--- config.mk ---
export PLATFORM = sky130hd
export DESIGN_NAME = marble_top
export DESIGN_NICKNAME = d
export VERILOG_FILES = /design/src/marble_pkg.sv /design/src/rgmii_ddr.sv /design/src/mmc_spi_regs.sv /design/src/wr_dac_spi.sv /design/src/tmds_test.sv /design/src/marble_base.sv /design/src/marble_top.sv
export SDC_FILE = /design/constraint.sdc
export NUM_CORES = 1
export LEC_CHECK = 0
export BUFFER_PORTS_ARGS = -buffer_cell sky130_fd_sc_hd__buf_2
export CAP_MARGIN = 20
export CORE_UTILIZATION = 30
export CTS_CLUSTER_DIAMETER = 100
export DETAILED_ROUTE_END_ITERATION = 16
export PLACE_DENSITY = 0.53
export SKIP_LAST_GASP = 1
export SLEW_MARGIN = 20
export SYNTH_ARGS = -nofsm -noshare
export SYNTH_HDL_FRONTEND = slang
export SYNTH_SLANG_ARGS = --single-unit
--- constraint.sdc ---
create_clock -name tx_clk -period 2.56 [get_ports tx_clk]
set_input_delay 0.512 -clock tx_clk [delete_from_list [all_inputs] [get_ports tx_clk]]
set_output_delay 0.512 -clock tx_clk [all_outputs]
set_load 0.02 [all_outputs]
--- src/marble_pkg.sv ---
////////////////////////////////////////////////////////////////////////////
// Shared types, opcodes and fixed widths for the carrier board slice
// Modules pull these in with a wildcard import in their header
////////////////////////////////////////////////////////////////////////////
package marble_pkg;

	// SPI register frame is one command byte plus one data byte
	localparam int SPI_FRAME_BITS = 16;
	localparam int SPI_CNT_W = $clog2(SPI_FRAME_BITS) + 1;

	// White Rabbit DAC word and serial clock divider
	localparam int DAC_BITS = 16;
	localparam int DAC_CNT_W = $clog2(DAC_BITS);
	// tx_clk cycles per DAC SCLK period
	localparam int DAC_CLK_DIV = 4;
	localparam int DAC_DIV_W = $clog2(DAC_CLK_DIV);

	// TMDS symbols sent LSB first
	localparam int TMDS_SYM_BITS = 10;
	localparam int TMDS_CNT_W = $clog2(TMDS_SYM_BITS);
	localparam logic [TMDS_SYM_BITS-1:0] TMDS_DATA_SYM = 10'b1101010100;
	localparam logic [TMDS_SYM_BITS-1:0] TMDS_CLK_SYM = 10'b1111100000;

	// One GMII beat
	typedef struct packed {
		logic [7:0] d;
		logic en;
		logic er;
	} gmii_t;

	// Top bit of the SPI command byte
	typedef enum logic {
		SPI_WRITE = 1'b0,
		SPI_READ = 1'b1
	} spi_op_e;

	typedef enum logic [6:0] {
		REG_LED = 7'd0,
		REG_EXT_CONFIG = 7'd1,
		REG_DAC_LO = 7'd2,
		REG_DAC_HI = 7'd3,
		REG_DAC_GO = 7'd4,
		REG_RX_COUNT = 7'd5
	} reg_addr_e;

	// Single-cycle write strobe from the SPI slave
	typedef struct packed {
		logic we;
		reg_addr_e addr;
		logic [7:0] data;
	} reg_wr_t;

	// tmds_en is bit 0 and vcxo_off is bit 1
	typedef struct packed {
		logic [5:0] spare;
		logic vcxo_off;
		logic tmds_en;
	} ext_config_t;

	// sel low picks DAC1
	typedef struct packed {
		logic go;
		logic sel;
		logic [DAC_BITS-1:0] data;
	} dac_req_t;

	typedef enum logic [1:0] {
		DAC_IDLE,
		DAC_SHIFT,
		DAC_DONE
	} dac_state_e;

endpackage

--- src/rgmii_ddr.sv ---
////////////////////////////////////////////////////////////////////////////
// RGMII pins to GMII beats and back at double data rate on tx_clk
////////////////////////////////////////////////////////////////////////////
`timescale 1ns/1ps

module rgmii_ddr import marble_pkg::*; (
	input logic tx_clk,
	input logic rst,
	input logic [3:0] rgmii_rxd,
	input logic rgmii_rx_ctl,
	input gmii_t gmii_tx,
	output logic [3:0] rgmii_txd,
	output logic rgmii_tx_ctl,
	output logic rgmii_tx_clk,
	output gmii_t gmii_rx
);

	// Rising edge half of the rx beat
	logic [3:0] rxd_lo;
	logic ctl_rise;
	// Falling edge half
	logic [3:0] rxd_hi;
	logic ctl_fall;
	// Registered tx beat feeding the output mux
	gmii_t tx_q;

	// Low nibble and RX_DV
	always_ff @(posedge tx_clk) begin
		rxd_lo <= rgmii_rxd;
		ctl_rise <= rgmii_rx_ctl;
	end

	// High nibble and DV xor ER
	always_ff @(negedge tx_clk) begin
		rxd_hi <= rgmii_rxd;
		ctl_fall <= rgmii_rx_ctl;
	end

	// Whole byte one rising edge after the low nibble capture
	always_ff @(posedge tx_clk) begin
		if (rst) begin
			gmii_rx <= '0;
		end else begin
			gmii_rx.d <= {rxd_hi, rxd_lo};
			gmii_rx.en <= ctl_rise;
			gmii_rx.er <= ctl_rise ^ ctl_fall;
		end
	end

	always_ff @(posedge tx_clk) begin
		if (rst) begin
			tx_q <= '0;
		end else begin
			tx_q <= gmii_tx;
		end
	end

	// Low nibble and en while the clock is high
	assign rgmii_txd = tx_clk ? tx_q.d[3:0] : tx_q.d[7:4];
	// Same ctl encoding as receive
	assign rgmii_tx_ctl = tx_clk ? tx_q.en : (tx_q.en ^ tx_q.er);
	// Forwarded clock stays in phase
	assign rgmii_tx_clk = tx_clk;

endmodule

--- src/mmc_spi_regs.sv ---
////////////////////////////////////////////////////////////////////////////
// SPI mode 0 register slave for the board microcontroller
// SCLK is oversampled in tx_clk and frames are {op, addr} then data
////////////////////////////////////////////////////////////////////////////
`timescale 1ns/1ps

module mmc_spi_regs import marble_pkg::*; (
	input logic tx_clk,
	input logic rst,
	input logic sclk,
	input logic csb,
	input logic mosi,
	input logic [7:0] rd_data,
	output logic miso,
	output reg_wr_t reg_wr,
	output reg_addr_e rd_addr
);

	// Two-flop synchronizers plus one more stage on sclk for edges
	logic [1:0] sclk_sync;
	logic [1:0] csb_sync;
	logic [1:0] mosi_sync;
	logic sclk_d;
	logic sclk_s;
	logic csb_s;
	logic mosi_s;
	logic sclk_rise;
	logic sclk_fall;
	// Bits received so far
	logic [SPI_FRAME_BITS-2:0] rx_sr;
	logic [SPI_CNT_W-1:0] bit_cnt;
	logic byte1_done;
	logic frame_done;
	// Read data on its way out
	logic [7:0] tx_sr;

	always_ff @(posedge tx_clk) begin
		if (rst) begin
			sclk_sync <= '0;
			csb_sync <= '1;
			mosi_sync <= '0;
			sclk_d <= 1'b0;
		end else begin
			sclk_sync <= {sclk_sync[0], sclk};
			csb_sync <= {csb_sync[0], csb};
			mosi_sync <= {mosi_sync[0], mosi};
			sclk_d <= sclk_s;
		end
	end

	assign sclk_s = sclk_sync[1];
	assign csb_s = csb_sync[1];
	assign mosi_s = mosi_sync[1];
	assign sclk_rise = sclk_s & ~sclk_d;
	assign sclk_fall = ~sclk_s & sclk_d;

	// 8th and 16th rise of a live frame
	assign byte1_done = sclk_rise && !csb_s && bit_cnt == SPI_CNT_W'(7);
	assign frame_done = sclk_rise && !csb_s && bit_cnt == SPI_CNT_W'(SPI_FRAME_BITS - 1);

	// Address is complete as the 8th bit arrives
	assign rd_addr = reg_addr_e'({rx_sr[5:0], mosi_s});

	always_ff @(posedge tx_clk) begin
		if (sclk_rise && !csb_s) begin
			rx_sr <= {rx_sr[SPI_FRAME_BITS-3:0], mosi_s};
		end
	end

	always_ff @(posedge tx_clk) begin
		if (rst) begin
			bit_cnt <= '0;
			reg_wr <= '0;
		end else begin
			reg_wr.we <= 1'b0;
			// csb high drops any partial frame
			if (csb_s) begin
				bit_cnt <= '0;
			end else if (sclk_rise && bit_cnt != SPI_CNT_W'(SPI_FRAME_BITS)) begin
				bit_cnt <= bit_cnt + 1'b1;
			end
			// Last data bit comes straight from mosi
			if (frame_done && spi_op_e'(rx_sr[14]) == SPI_WRITE) begin
				reg_wr.we <= 1'b1;
				reg_wr.addr <= reg_addr_e'(rx_sr[13:7]);
				reg_wr.data <= {rx_sr[6:0], mosi_s};
			end
		end
	end

	// Load on the 8th rise so MSB is out before byte 2
	// Shift on falls 9 to 15 so each rise sees the next bit
	always_ff @(posedge tx_clk) begin
		if (rst) begin
			tx_sr <= '0;
		end else if (csb_s) begin
			tx_sr <= '0;
		end else if (byte1_done && spi_op_e'(rx_sr[6]) == SPI_READ) begin
			tx_sr <= rd_data;
		end else if (sclk_fall && bit_cnt > SPI_CNT_W'(8)
				&& bit_cnt != SPI_CNT_W'(SPI_FRAME_BITS)) begin
			tx_sr <= {tx_sr[6:0], 1'b0};
		end
	end

	assign miso = tx_sr[7];

	// No write strobe while a frame is still being clocked in
	a_no_wr_mid_frame: assert property (@(posedge tx_clk) disable iff (rst)
		(!csb_s && bit_cnt != SPI_CNT_W'(SPI_FRAME_BITS)) |-> !reg_wr.we);

endmodule

--- src/wr_dac_spi.sv ---
////////////////////////////////////////////////////////////////////////////
// Sends one 16-bit word MSB first to White Rabbit DAC1 or DAC2
////////////////////////////////////////////////////////////////////////////
`timescale 1ns/1ps

module wr_dac_spi import marble_pkg::*; (
	input logic tx_clk,
	input logic rst,
	input dac_req_t req,
	output logic dac_sclk,
	output logic dac_din,
	output logic dac1_sync,
	output logic dac2_sync,
	output logic busy
);

	dac_state_e state;
	logic [DAC_DIV_W-1:0] div_cnt;
	logic [DAC_CNT_W-1:0] bit_cnt;
	logic [DAC_BITS-1:0] shreg;
	logic sel_q;
	// Last tx_clk of one SCLK period
	logic period_end;

	assign period_end = div_cnt == DAC_DIV_W'(DAC_CLK_DIV - 1);

	always_ff @(posedge tx_clk) begin
		if (rst) begin
			state <= DAC_IDLE;
			div_cnt <= '0;
			bit_cnt <= '0;
			sel_q <= 1'b0;
		end else begin
			case (state)
				DAC_IDLE: begin
					// go is only taken here so a busy request is dropped
					if (req.go) begin
						state <= DAC_SHIFT;
						sel_q <= req.sel;
						div_cnt <= '0;
						bit_cnt <= '0;
					end
				end
				DAC_SHIFT: begin
					div_cnt <= period_end ? '0 : div_cnt + 1'b1;
					if (period_end) begin
						bit_cnt <= bit_cnt + 1'b1;
						if (bit_cnt == DAC_CNT_W'(DAC_BITS - 1)) begin
							state <= DAC_DONE;
						end
					end
				end
				// One idle cycle with sync still low
				DAC_DONE: state <= DAC_IDLE;
				default: state <= DAC_IDLE;
			endcase
		end
	end

	// Word captured at go and shifted at each period boundary
	always_ff @(posedge tx_clk) begin
		if (state == DAC_IDLE && req.go) begin
			shreg <= req.data;
		end else if (state == DAC_SHIFT && period_end) begin
			shreg <= {shreg[DAC_BITS-2:0], 1'b0};
		end
	end

	assign busy = state != DAC_IDLE;
	// SCLK high for the first half so data moves with the rise
	assign dac_sclk = state == DAC_SHIFT && div_cnt < DAC_DIV_W'(DAC_CLK_DIV / 2);
	assign dac_din = state == DAC_SHIFT && shreg[DAC_BITS-1];
	assign dac1_sync = !(busy && !sel_q);
	assign dac2_sync = !(busy && sel_q);

	a_one_sync: assert property (@(posedge tx_clk) disable iff (rst)
		dac1_sync || dac2_sync);

	// Transfer length is fixed once started
	a_frame_len: assert property (@(posedge tx_clk) disable iff (rst)
		$rose(busy) |-> ##(DAC_BITS * DAC_CLK_DIV + 1) !busy);

endmodule

--- src/tmds_test.sv ---
////////////////////////////////////////////////////////////////////////////
// Fixed TMDS pattern on three data lanes and the clock lane
////////////////////////////////////////////////////////////////////////////
`timescale 1ns/1ps

module tmds_test import marble_pkg::*; (
	input logic tx_clk,
	input logic rst,
	input logic enable,
	output logic [3:0] tmds_p,
	output logic [3:0] tmds_n
);

	// Position inside the current symbol
	logic [TMDS_CNT_W-1:0] bit_idx;
	logic data_bit;
	logic clk_bit;
	logic last_bit;

	assign data_bit = TMDS_DATA_SYM[bit_idx];
	assign clk_bit = TMDS_CLK_SYM[bit_idx];
	assign last_bit = bit_idx == TMDS_CNT_W'(TMDS_SYM_BITS - 1);

	always_ff @(posedge tx_clk) begin
		if (rst) begin
			bit_idx <= '0;
			tmds_p <= '0;
			tmds_n <= '0;
		end else if (enable) begin
			// Lane 3 is the clock lane
			tmds_p <= {clk_bit, {3{data_bit}}};
			tmds_n <= ~{clk_bit, {3{data_bit}}};
			bit_idx <= last_bit ? '0 : bit_idx + 1'b1;
		end else begin
			// Parked with the symbol counter at its start
			bit_idx <= '0;
			tmds_p <= '0;
			tmds_n <= '0;
		end
	end

	a_diff_pair: assert property (@(posedge tx_clk) disable iff (rst)
		enable |=> (tmds_n == ~tmds_p));

endmodule

--- src/marble_base.sv ---
////////////////////////////////////////////////////////////////////////////
// Portable core with register bank and GMII loopback plus SPI, DAC, TMDS
////////////////////////////////////////////////////////////////////////////
`timescale 1ns/1ps

module marble_base import marble_pkg::*; (
	input logic tx_clk,
	input logic rst,
	input gmii_t gmii_rx,
	input logic sclk,
	input logic csb,
	input logic mosi,
	output gmii_t gmii_tx,
	output logic miso,
	output logic mmc_int,
	output logic phy_rstn,
	output logic [7:0] led,
	output ext_config_t ext_config,
	output logic dac_sclk,
	output logic dac_din,
	output logic dac1_sync,
	output logic dac2_sync,
	output logic [3:0] tmds_p,
	output logic [3:0] tmds_n
);

	reg_wr_t reg_wr;
	reg_addr_e rd_addr;
	logic [7:0] rd_data;
	logic [7:0] dac_lo;
	logic [7:0] dac_hi;
	// Received bytes with en set, wraps at 256
	logic [7:0] rx_count;
	dac_req_t dac_req;
	logic dac_busy;

	// PHY leaves reset on the first cycle after rst
	always_ff @(posedge tx_clk) begin
		phy_rstn <= !rst;
	end

	// One-cycle echo and byte count
	always_ff @(posedge tx_clk) begin
		if (rst) begin
			gmii_tx <= '0;
			rx_count <= '0;
		end else begin
			gmii_tx <= gmii_rx;
			if (gmii_rx.en) begin
				rx_count <= rx_count + 8'd1;
			end
		end
	end

	always_ff @(posedge tx_clk) begin
		if (rst) begin
			led <= '0;
			ext_config <= '0;
			dac_lo <= '0;
			dac_hi <= '0;
			dac_req <= '0;
		end else begin
			dac_req.go <= 1'b0;
			if (reg_wr.we) begin
				case (reg_wr.addr)
					REG_LED: led <= reg_wr.data;
					REG_EXT_CONFIG: ext_config <= ext_config_t'(reg_wr.data);
					REG_DAC_LO: dac_lo <= reg_wr.data;
					REG_DAC_HI: dac_hi <= reg_wr.data;
					REG_DAC_GO: begin
						// Launch with the held word and DAC select from bit 0
						dac_req.go <= 1'b1;
						dac_req.sel <= reg_wr.data[0];
						dac_req.data <= {dac_hi, dac_lo};
					end
					default: begin
					end
				endcase
			end
		end
	end

	// Read mux answered in the same cycle
	always_comb begin
		case (rd_addr)
			REG_LED: rd_data = led;
			REG_EXT_CONFIG: rd_data = ext_config;
			REG_DAC_LO: rd_data = dac_lo;
			REG_DAC_HI: rd_data = dac_hi;
			REG_RX_COUNT: rd_data = rx_count;
			default: rd_data = '0;
		endcase
	end

	mmc_spi_regs spi (
		.tx_clk(tx_clk), .rst(rst), .sclk(sclk), .csb(csb), .mosi(mosi),
		.rd_data(rd_data), .miso(miso), .reg_wr(reg_wr), .rd_addr(rd_addr)
	);

	wr_dac_spi dac (
		.tx_clk(tx_clk), .rst(rst), .req(dac_req),
		.dac_sclk(dac_sclk), .dac_din(dac_din),
		.dac1_sync(dac1_sync), .dac2_sync(dac2_sync), .busy(dac_busy)
	);

	tmds_test tmds (
		.tx_clk(tx_clk), .rst(rst), .enable(ext_config.tmds_en),
		.tmds_p(tmds_p), .tmds_n(tmds_n)
	);

	// Tell the microcontroller a DAC write is in flight
	assign mmc_int = dac_busy;

endmodule

--- src/marble_top.sv ---
////////////////////////////////////////////////////////////////////////////
// Board top tying RGMII, SPI, DAC, TMDS and LED pins to the core
////////////////////////////////////////////////////////////////////////////
`timescale 1ns/1ps

module marble_top import marble_pkg::*; (
	input logic tx_clk,
	input logic rst,
	input logic [3:0] rgmii_rxd,
	input logic rgmii_rx_ctl,
	input logic sclk,
	input logic csb,
	input logic mosi,
	output logic [3:0] rgmii_txd,
	output logic rgmii_tx_ctl,
	output logic rgmii_tx_clk,
	output logic phy_rstn,
	output logic miso,
	output logic mmc_int,
	output logic wr_dac_sclk,
	output logic wr_dac_din,
	output logic wr_dac1_sync,
	output logic wr_dac2_sync,
	output logic vcxo_en,
	output logic [3:0] tmds_p,
	output logic [3:0] tmds_n,
	output logic ld16,
	output logic ld17,
	output logic [7:0] pmod1
);

	gmii_t gmii_rx;
	gmii_t gmii_tx;
	logic [7:0] leds;
	ext_config_t ext_config;

	rgmii_ddr ddr (
		.tx_clk(tx_clk), .rst(rst),
		.rgmii_rxd(rgmii_rxd), .rgmii_rx_ctl(rgmii_rx_ctl), .gmii_tx(gmii_tx),
		.rgmii_txd(rgmii_txd), .rgmii_tx_ctl(rgmii_tx_ctl),
		.rgmii_tx_clk(rgmii_tx_clk), .gmii_rx(gmii_rx)
	);

	marble_base base (
		.tx_clk(tx_clk), .rst(rst), .gmii_rx(gmii_rx),
		.sclk(sclk), .csb(csb), .mosi(mosi),
		.gmii_tx(gmii_tx), .miso(miso), .mmc_int(mmc_int), .phy_rstn(phy_rstn),
		.led(leds), .ext_config(ext_config),
		.dac_sclk(wr_dac_sclk), .dac_din(wr_dac_din),
		.dac1_sync(wr_dac1_sync), .dac2_sync(wr_dac2_sync),
		.tmds_p(tmds_p), .tmds_n(tmds_n)
	);

	// Pmod carries the whole LED byte
	assign pmod1 = leds;
	assign ld16 = leds[0];
	assign ld17 = leds[1];
	// Network can switch the 20 MHz VCXO off
	assign vcxo_en = ~ext_config.vcxo_off;

endmodule

==> out/qor.csv, run 1 <==
metric,value,unit
io_buffers,41,
leakagePower,3.48,nW
arrival,1.99,ns
cp.required,2.05,ns
status,finished clean,
routedWlPerCell,13.2,um
synth_xor_area_share,1.80,%
avgSynthCellArea,10.5,um^2
clkTransAtPathRegs,0.09,ns
synth_cell_types,41,
muxShareOfSynthArea,10.7,%
drive_gt1_share,13.9,%
synth-edff-count,31,
diodes,0,
maxSlewHeadroom,52.3,%
synthesis.nets,669,
vias,4394,
synth_compound_area_share,5.86,%
syn_to_final_growth,17.2,%
nNetsFinal,709,
setup_viol,0,
drv_slew,0,
grt_max_degree,65,
clk_latency,0.48,ns
critical_path.cell_chain,clkbuf_16 > clkbuf_16 > mux2_2 > buf_2,
endpoint_kind,primary output,
path_class,clock port to primary output,
grt_util_all_layers,12.3,%
grt_pass1_wl,21800,um
grt_pass1_vias,4105,
ir_drop,0.403,mV
postLayoutSetupSlackWorst,0.0623,ns
hold_path.class,input pin to register,
power.density,771,nW/um^2
synthCells,651,
grt_overflow,0,
skew,0.218,ns
core_area,22000,um^2
place_ws,0.332,ns
syn_area,6810,um^2
gp_congestion,0.780,
dp_hpwl,8570,um
antenna_found_initial,0,
final_util,36.2,%
drt_iter0_markers,280,
die-area,23300,um^2
crit_slowest_cell,mux2_2,
cpPeakStageDelay,0.27,ns
cts_resized,1,
die_y,153,um
yosysMostFrequentCell,dfxtp_1,
rsz0062_at_grt,no,
synth_ff_type,dfxtp_1,
ys_seq_elements,185,
start_kind,clock port,
synth_async_sr_flop_share,0,%
cts-hold-fix-buffers,0,
yosysTopAreaCellShare,45.3,%
start_util,30.9,%
firstDrtPassIters,7,
path_buf_inv,3,
cp_top_family,buffers and inverters,
drt.antenna.violating_nets,0,
final_hold_viol_count,0,
cts_setup_buffers,0,
synth_top_family_by_area,simple AND/OR/NAND/NOR gates,
ys.warnings.count,0,
max_cap_violations,0,
synthAdderAreaFrac,1.47,%
tns,0,ns
crit_top_cell,clkbuf_16,
seq_area_frac_synth,59.0,%
io_pins,42,
num_rows,54,
yosys-top-cells-area,"dfxtp_1, edfxtp_1, mux2i_1",
synth_largest_area_cell,dfxtp_1,
ys_top_cells_by_count,"dfxtp_1, nand2_1, nor2_1, mux2i_1, nor2b_1",
die_w,153,um
vias_per_cell,4.46,
path_max_fanout,3,
cts_tree,yes,
yosys.area_share.simple,18.2,%
finalWirelength,13000,um
worstMarginPinSlew,0.713,ns
drcViolationCount,0,
-- cell usage in the layout (no fill, tap or decap), types with 3 or more instances in the layout --
| master | instances |
|---|---|
| mux2_2 | 5 |
| inv_1 | 15 |
| dfxtp_1 | 154 |
| a2bb2oi_1 | 7 |
| xor2_1 | 9 |
| or2_2 | 4 |
| nor3_1 | 4 |
| nand2_1 | 102 |
| buf_2 | 39 |
| xnor2_1 | 5 |
| edfxtp_1 | 31 |
| a21oi_1 | 21 |
| and3b_1 | 3 |
| nand3_1 | 3 |
| o21ai_0 | 15 |
| ha_1 | 8 |
| o22ai_1 | 7 |
| nor2_1 | 78 |
| a21o_1 | 7 |
| buf_4 | 9 |
| nand3b_1 | 3 |
| clkbuf_16 | 19 |
| mux2i_1 | 65 |
| nor2b_1 | 41 |
| and2_1 | 7 |
| inv_12 | 5 |
| nand4_1 | 9 |
| clkinv_8 | 7 |
| and3_1 | 3 |
-- worst register-to-register path, cell delays in order (launching register included) --
cell       delay (ns)
edfxtp_1         0.42
or4_4            0.57
a2111oi_4        0.53
nand2_1          0.13
a2bb2oi_1        0.14
-- cell type report --
class | count | area [um^2]
fillers | 2241 | 14000
flip-flops and latches | 185 | 4010
multi-input cells | 422 | 2590
clock buffers | 25 | 508
well taps | 280 | 350
clock inverters | 22 | 251
repair buffers | 42 | 230
inverters | 9 | 33.8
-- cell families after synthesis --
kind of cell / Yosys count
adders and majority gates: 8
and+or+nand+nor: 266
muxes: 71
AOI/OAI and AO/OA: 63
DFF: 185
buffers and inverters: 44
xor gates and xnor gates: 14
-- worst paths after layout --
kind         cells past startpoint                 to  slack (ns)              start
min reg2reg                      1        ddr.tx_q[0]        0.28    base.gmii_tx[0]
min                              1      ddr.rxd_lo[1]        0.12       rgmii_rxd[1]
max reg2reg                      4  base.spi.tx_sr[7]        0.52  base.spi.rx_sr[2]
max                              4       rgmii_txd[3]        0.06             tx_clk
-- power by group --
part	switching (mW)	leakage, nW	internal (mW)
Clock	1.51	0.421	1.57
Combinational	0.0484	1.53	0.0307
Sequential	0.0159	1.53	2.98
-- registers in the layout, summed over array words and instances (netlist names), 10 cells and up --
name / count
base.dac_req: 18
base.gmii_tx: 10
ddr.tx_q: 10
ddr.gmii_rx: 10
base.spi.rx_sr: 15
base.spi.reg_wr: 16
base.dac.shreg: 16
-- layer usage --
layer	routed length (um)	GRT usage, %	up-vias
met3	439	1.62	16
met2	5740	18.8	71
met1	6670	18.1	2040
met5	0	0	-
li1	-	-	2267
met4	161	3.22	0
-- through the flow --
| stage | instances | power [mW] | hold slack (ns) | cell area [um^2] |
|---|---|---|---|---|
| after detailed placement | 945 | 3.25 | 0.393 | 7250 |
| after CTS | 985 | 6.26 | 0.103 | 7980 |
| after global routing | 985 | 6.44 | 0.0846 | 7980 |
| after floorplan | 651 | 3.23 | 0.383 | 6810 |
| final | 985 | 6.16 | 0.124 | 7980 |
| after global placement | 945 | 3.25 | 0.391 | 7250 |
(Power assumes the default switching activity.)
==> run 2: changes to the inputs <==
--- a/config.mk
+++ b/config.mk
@@ -12,7 +12,7 @@
 export DETAILED_ROUTE_END_ITERATION = 16
 export PLACE_DENSITY = 0.53
 export SKIP_LAST_GASP = 1
-export SLEW_MARGIN = 20
+export SLEW_MARGIN = 15
 export SYNTH_ARGS = -nofsm -noshare
 export SYNTH_HDL_FRONTEND = slang
 export SYNTH_SLANG_ARGS = --single-unit
==> constraint.sdc (replaced) <==
create_clock -name tx_clk -period 2.56 [get_ports tx_clk]
set_input_delay 0.512 -clock tx_clk [delete_from_list [all_inputs] [get_ports tx_clk]]
set_output_delay 0.512 -clock tx_clk [all_outputs]
set_load 0.005 [all_outputs]
==> run 2 against run 1 <==
  * Via count about the same
  * Routed wire length barely moved
  * Clock skew hardly changed
  * Cell area about the same
  * Final cell count did not move
  * Highest routed layer unchanged
==> out/qor.csv, run 2 (synthesized netlist as in run 1, its figures left out) <==
metric,value,unit
switching_share,25.2,%
rsz0062_at_grt,no,
critPathCapture,rgmii_txd[3],
final_hold_viol_count,0,
vias,4396,
grt_overflow,0,
path_buf_inv,3,
hold_path.class,input pin to register,
finalNonFillerCells,985,
gp_congestion,0.780,
nNetsFinal,709,
dp_hpwl,8570,um
die-area,23300,um^2
cp.required,2.05,ns
max_cap_violations,0,
crit_top_cell,clkbuf_16,
vias_per_cell,4.46,
drv_slew,0,
cpPeakStageDelay,0.27,ns
ir_drop,0.403,mV
place_area,7250,um^2
maxSlewHeadroom,52.3,%
arrival,1.95,ns
power,6.12,mW
final_common_cell,dfxtp_1,
leakagePower,3.48,nW
core_area,22000,um^2
status,finished clean,
antenna_found_initial,0,
ff2ff_setup_slack,0.52,ns
power.density,767,nW/um^2
clk_latency,0.48,ns
reg_top3,"base.dac_req (18), base.dac.shreg (16), base.spi.reg_wr (16)",
r2r_cells,4,
grt_pass1_wl,21800,um
grt_pass1_vias,4105,
final_cell_mix,"dfxtp_1, nand2_1, nor2_1",
cp-startpoint,tx_clk,
firstDrtPassIters,7,
drcViolationCount,0,
grt_util_all_layers,12.3,%
cp_top_family,buffers and inverters,
routedWlPerCell,13.2,um
die_w,153,um
clkPwrFrac,49.8,%
num_rows,54,
io_pins,42,
start_util,30.9,%
dp.cells,945,
regMostFlops,base.dac_req,
path_max_fanout,3,
clkTransAtPathRegs,0.09,ns
largest_reg_flops,18,
power_switching,1.55,mW
cts_setup_buffers,0,
io_buffers,41,
drive_gt1_share,13.9,%
path_class,clock port to primary output,
combPwrFrac,1.3,%
grt_max_degree,65,
final_area,7980,um^2
drt_iter0_markers,280,
endpoint_kind,primary output,
crit_slowest_cell,mux2_2,
final_util,36.2,%
regToRegEndpoint,base.spi.tx_sr[7],
cts_resized,0,
worstMarginPinSlew,0.713,ns
finalWirelength,13000,um
syn_to_final_growth,17.2,%
drt.antenna.violating_nets,0,
setup_viol,0,
cts_tree,yes,
critical_path.cell_chain,clkbuf_16 > clkbuf_16 > mux2_2 > buf_2,
cp.depth,4,
reg2reg_from,base.spi.rx_sr[2],
start_kind,clock port,
p_int,4.58,mW
cts-hold-fix-buffers,0,
skew,0.218,ns
tns,0,ns
die_y,153,um
p_seq_share,49.0,%
diodes,0,
==> run 2: cell types whose count changed in the layout (fill, tap and decap cells not counted) <==
cell   change
buf_4      -1
buf_2      +1
==> run 2: layer usage <==
layer | GRT usage, % | routed length (um) | share of wire (%)
met1 | 18.1 | 6670 | 51
met2 | 18.8 | 5740 | 44
met3 | 1.62 | 439 | 3.4
met4 | 3.22 | 161 | 1.2
met5 | 0 | 0 | 0
==> run 2: area by class of cell <==
type	instances	area (um^2)
Clock buffer	25	505
Clock inverter	22	251
Fill cell	2241	14000
Inverter	9	33.8
Multi-Input combinational cell	422	2590
Sequential cell	185	4010
Tap cell	280	350
Timing Repair Buffer	42	230
==> run 2: how the worst min path moves through the flow <==
stage / depth (start not counted) / endpoint / startpoint / slack, ns
floorplan: 1 / base.tmds.tmds_n[2] / base.tmds.data_bit / 0.38
global placement: 1 / base.spi.csb_sync[1] / base.spi.csb_sync[0] / 0.39
detailed placement: 1 / base.spi.csb_sync[1] / base.spi.csb_sync[0] / 0.39
CTS: 1 / ddr.rxd_lo[3] / rgmii_rxd[3] / 0.10
global route: 1 / ddr.rxd_lo[3] / rgmii_rxd[3] / 0.08
finish: 1 / ddr.rxd_lo[1] / rgmii_rxd[1] / 0.12
==> run 2: through the flow <==
step                      hold WS, ns  worst slack (ns)
after floorplan                 0.383             0.453
after global placement          0.391             0.383
after detailed placement        0.393             0.383
after CTS                       0.103            0.0709
after global routing           0.0846            0.0618
final                           0.124            0.0950
==> run 2: power groups by stage <==
stage | clock [mW] | combinational, mW | sequential [mW]
finish | 3.05 | 0.0781 | 3.00
global route | 3.31 | 0.0876 | 3.00
CTS | 3.15 | 0.0801 | 3.00
detailed placement | 0.0750 | 0.0800 | 3.07
global placement | 0.0750 | 0.0798 | 3.07
floorplan | 0.0749 | 0.0599 | 3.06
==> run 3: changes to the inputs <==
--- a/config.mk
+++ b/config.mk
@@ -7,10 +7,10 @@
 export LEC_CHECK = 0
 export BUFFER_PORTS_ARGS = -buffer_cell sky130_fd_sc_hd__buf_2
 export CAP_MARGIN = 20
-export CORE_UTILIZATION = 30
-export CTS_CLUSTER_DIAMETER = 100
+export CORE_UTILIZATION = 20
 export DETAILED_ROUTE_END_ITERATION = 16
-export PLACE_DENSITY = 0.53
+export GPL_TIMING_DRIVEN = 0
+export PLACE_DENSITY_LB_ADDON = 0.15
 export SKIP_LAST_GASP = 1
 export SLEW_MARGIN = 15
 export SYNTH_ARGS = -nofsm -noshare
==> run 3 against run 2 <==
  * Clock-buffer cell count increased by 4
  * Die area increased by 49%
  * Global-route usage decreased by 2.5 points
  * Hold slack got worse by 0.078 ns
  * Total power increased by 2.1%
  * Sequential cell count unchanged
  * Clock power increased by 4%
  * Register-to-register slack got worse by 0.23 ns
  * Critical path type unchanged
  * Largest cell class unchanged
  * Highest routed layer unchanged
==> out/qor.csv, run 3 (synthesized netlist as in run 1, its figures left out) <==
metric,value,unit
cp-startpoint,tx_clk,
drt.antenna.violating_nets,0,
r2r_cells,5,
grt_pass1_vias,4513,
holdPathStages,1,
io_buffers,41,
path_class,clock port to primary output,
wl_met1,8190,um
vias_per_cell,3.77,
drive_gt1_share,14.8,%
diodes,0,
die_w,186,um
final_cell_mix,"dfxtp_1, nand2_1, nor2_1",
cp.depth,6,
grt_overflow,0,
antenna_found_initial,0,
gp_congestion,0.700,
grt_pass1_wl,25500,um
cp.required,2.05,ns
finalNonFillerCells,1186,
vias,4469,
nNetsFinal,742,
io_pins,42,
crit_slowest_cell,clkbuf_16,
drv_slew,0,
max_cap_violations,0,
reg_top3,"base.dac_req (18), base.dac.shreg (16), base.spi.reg_wr (16)",
start_util,20.3,%
grt_max_degree,20,
crit_top_cell,clkbuf_16,
dp_hpwl,11400,um
dp.cells,1140,
num_rows,67,
core_area,33500,um^2
path_max_fanout,15,
wl_met3,580,um
start_kind,clock port,
skew,0.447,ns
drcViolationCount,0,
firstDrtPassIters,4,
die-area,34800,um^2
cp_top_family,buffers and inverters,
clk_latency,0.72,ns
worstMarginPinSlew,0.797,ns
arrival,1.96,ns
die_y,186,um
rsz0062_at_grt,no,
hold_path.class,input pin to register,
power,6.25,mW
drt_iter0_markers,180,
cts_tree,yes,
routedWlPerCell,13.4,um
ir_drop,0.420,mV
critical_path.cell_chain,clkbuf_16 > clkbuf_16 > inv_1 > nand2_1 > xnor2_1 > buf_2,
regMostFlops,base.dac_req,
worstHoldStart,rgmii_rxd[1],
routed.top_layer,met4,
finalWirelength,15900,um
dr_wl_met2,6830,um
status,finished clean,
final_hold_viol_count,0,
maxSlewHeadroom,46.9,%
final_common_cell,dfxtp_1,
leakagePower,3.55,nW
syn_to_final_growth,22.0,%
path_buf_inv,4,
clkTransAtPathRegs,0.08,ns
grt_util_all_layers,9.75,%
largest_reg_flops,18,
setup_viol,0,
power.density,752,nW/um^2
reg2reg_from,base.dac.state[1],
endpoint_kind,primary output,
cpPeakStageDelay,0.16,ns
## run 3: changes by cell type in the layout (fill, tap and decap cells not counted), sizes merged
| cell | previous run | this run |
|---|---|---|
| clkbuf | 19 | 41 |
| buf | 48 | 59 |
| clkinv | 7 | 4 |
| inv | 23 | 26 |
## run 3: repair_timing
action | CTS | global route
pin swaps | 0 | 1
gates resized for setup | 0 | 0
hold endpoints to repair | 0 | 0
buffers inserted | 3 | 2
setup endpoints to repair | 1 | 2
hold buffers | 0 | 0
## run 3: final timing paths
kind | end | slack [ns]
worst max-delay path | rgmii_tx_ctl | 0.08
worst min-delay path | ddr.rxd_lo[1] | 0.05
worst max register to register | base.dac.shreg[14] | 0.29
worst min register to register | ddr.gmii_rx[0] | 0.22
## run 3: where the power goes
part / internal (mW) / switching (mW) / total [mW]
combinational: 0.0333 / 0.0607 / 0.0940
clock: 1.66 / 1.50 / 3.16
sequential: 2.98 / 0.0142 / 3.00
total: 4.68 / 1.57 / 6.25
## run 3: area by class of cell
cell class              instances  area, um^2
fillers                      3643       25200
inverters                       9        33.8
well taps                     448         561
clock inverters                22         191
repair buffers                 37         190
multi-input cells             422        2600
flip-flops and latches        185        4010
plain buffers                  34         163
clock buffers                  29         553
## run 3: routing by layer
layer	vias up	track usage, %
li1	2340	-
met1	2041	12.7
met2	61	14.0
met3	27	3.63
met4	0	4.89
met5	-	0
## run 3: per-stage QoR
step                      cell area (um^2)  utilization [%]  TNS (ns)  setup WS (ns)  hold slack [ns]
after floorplan                       6810                -         0          0.453            0.383
after global placement                7570             22.6     -2.11         -0.168            0.394
after detailed placement              7580             22.6         0          0.200            0.396
after CTS                             8290             24.7   -0.0516        -0.0516           0.0116
after global routing                  8300             24.8         0        0.00841           0.0147
final                                 8300             24.8         0         0.0833           0.0457
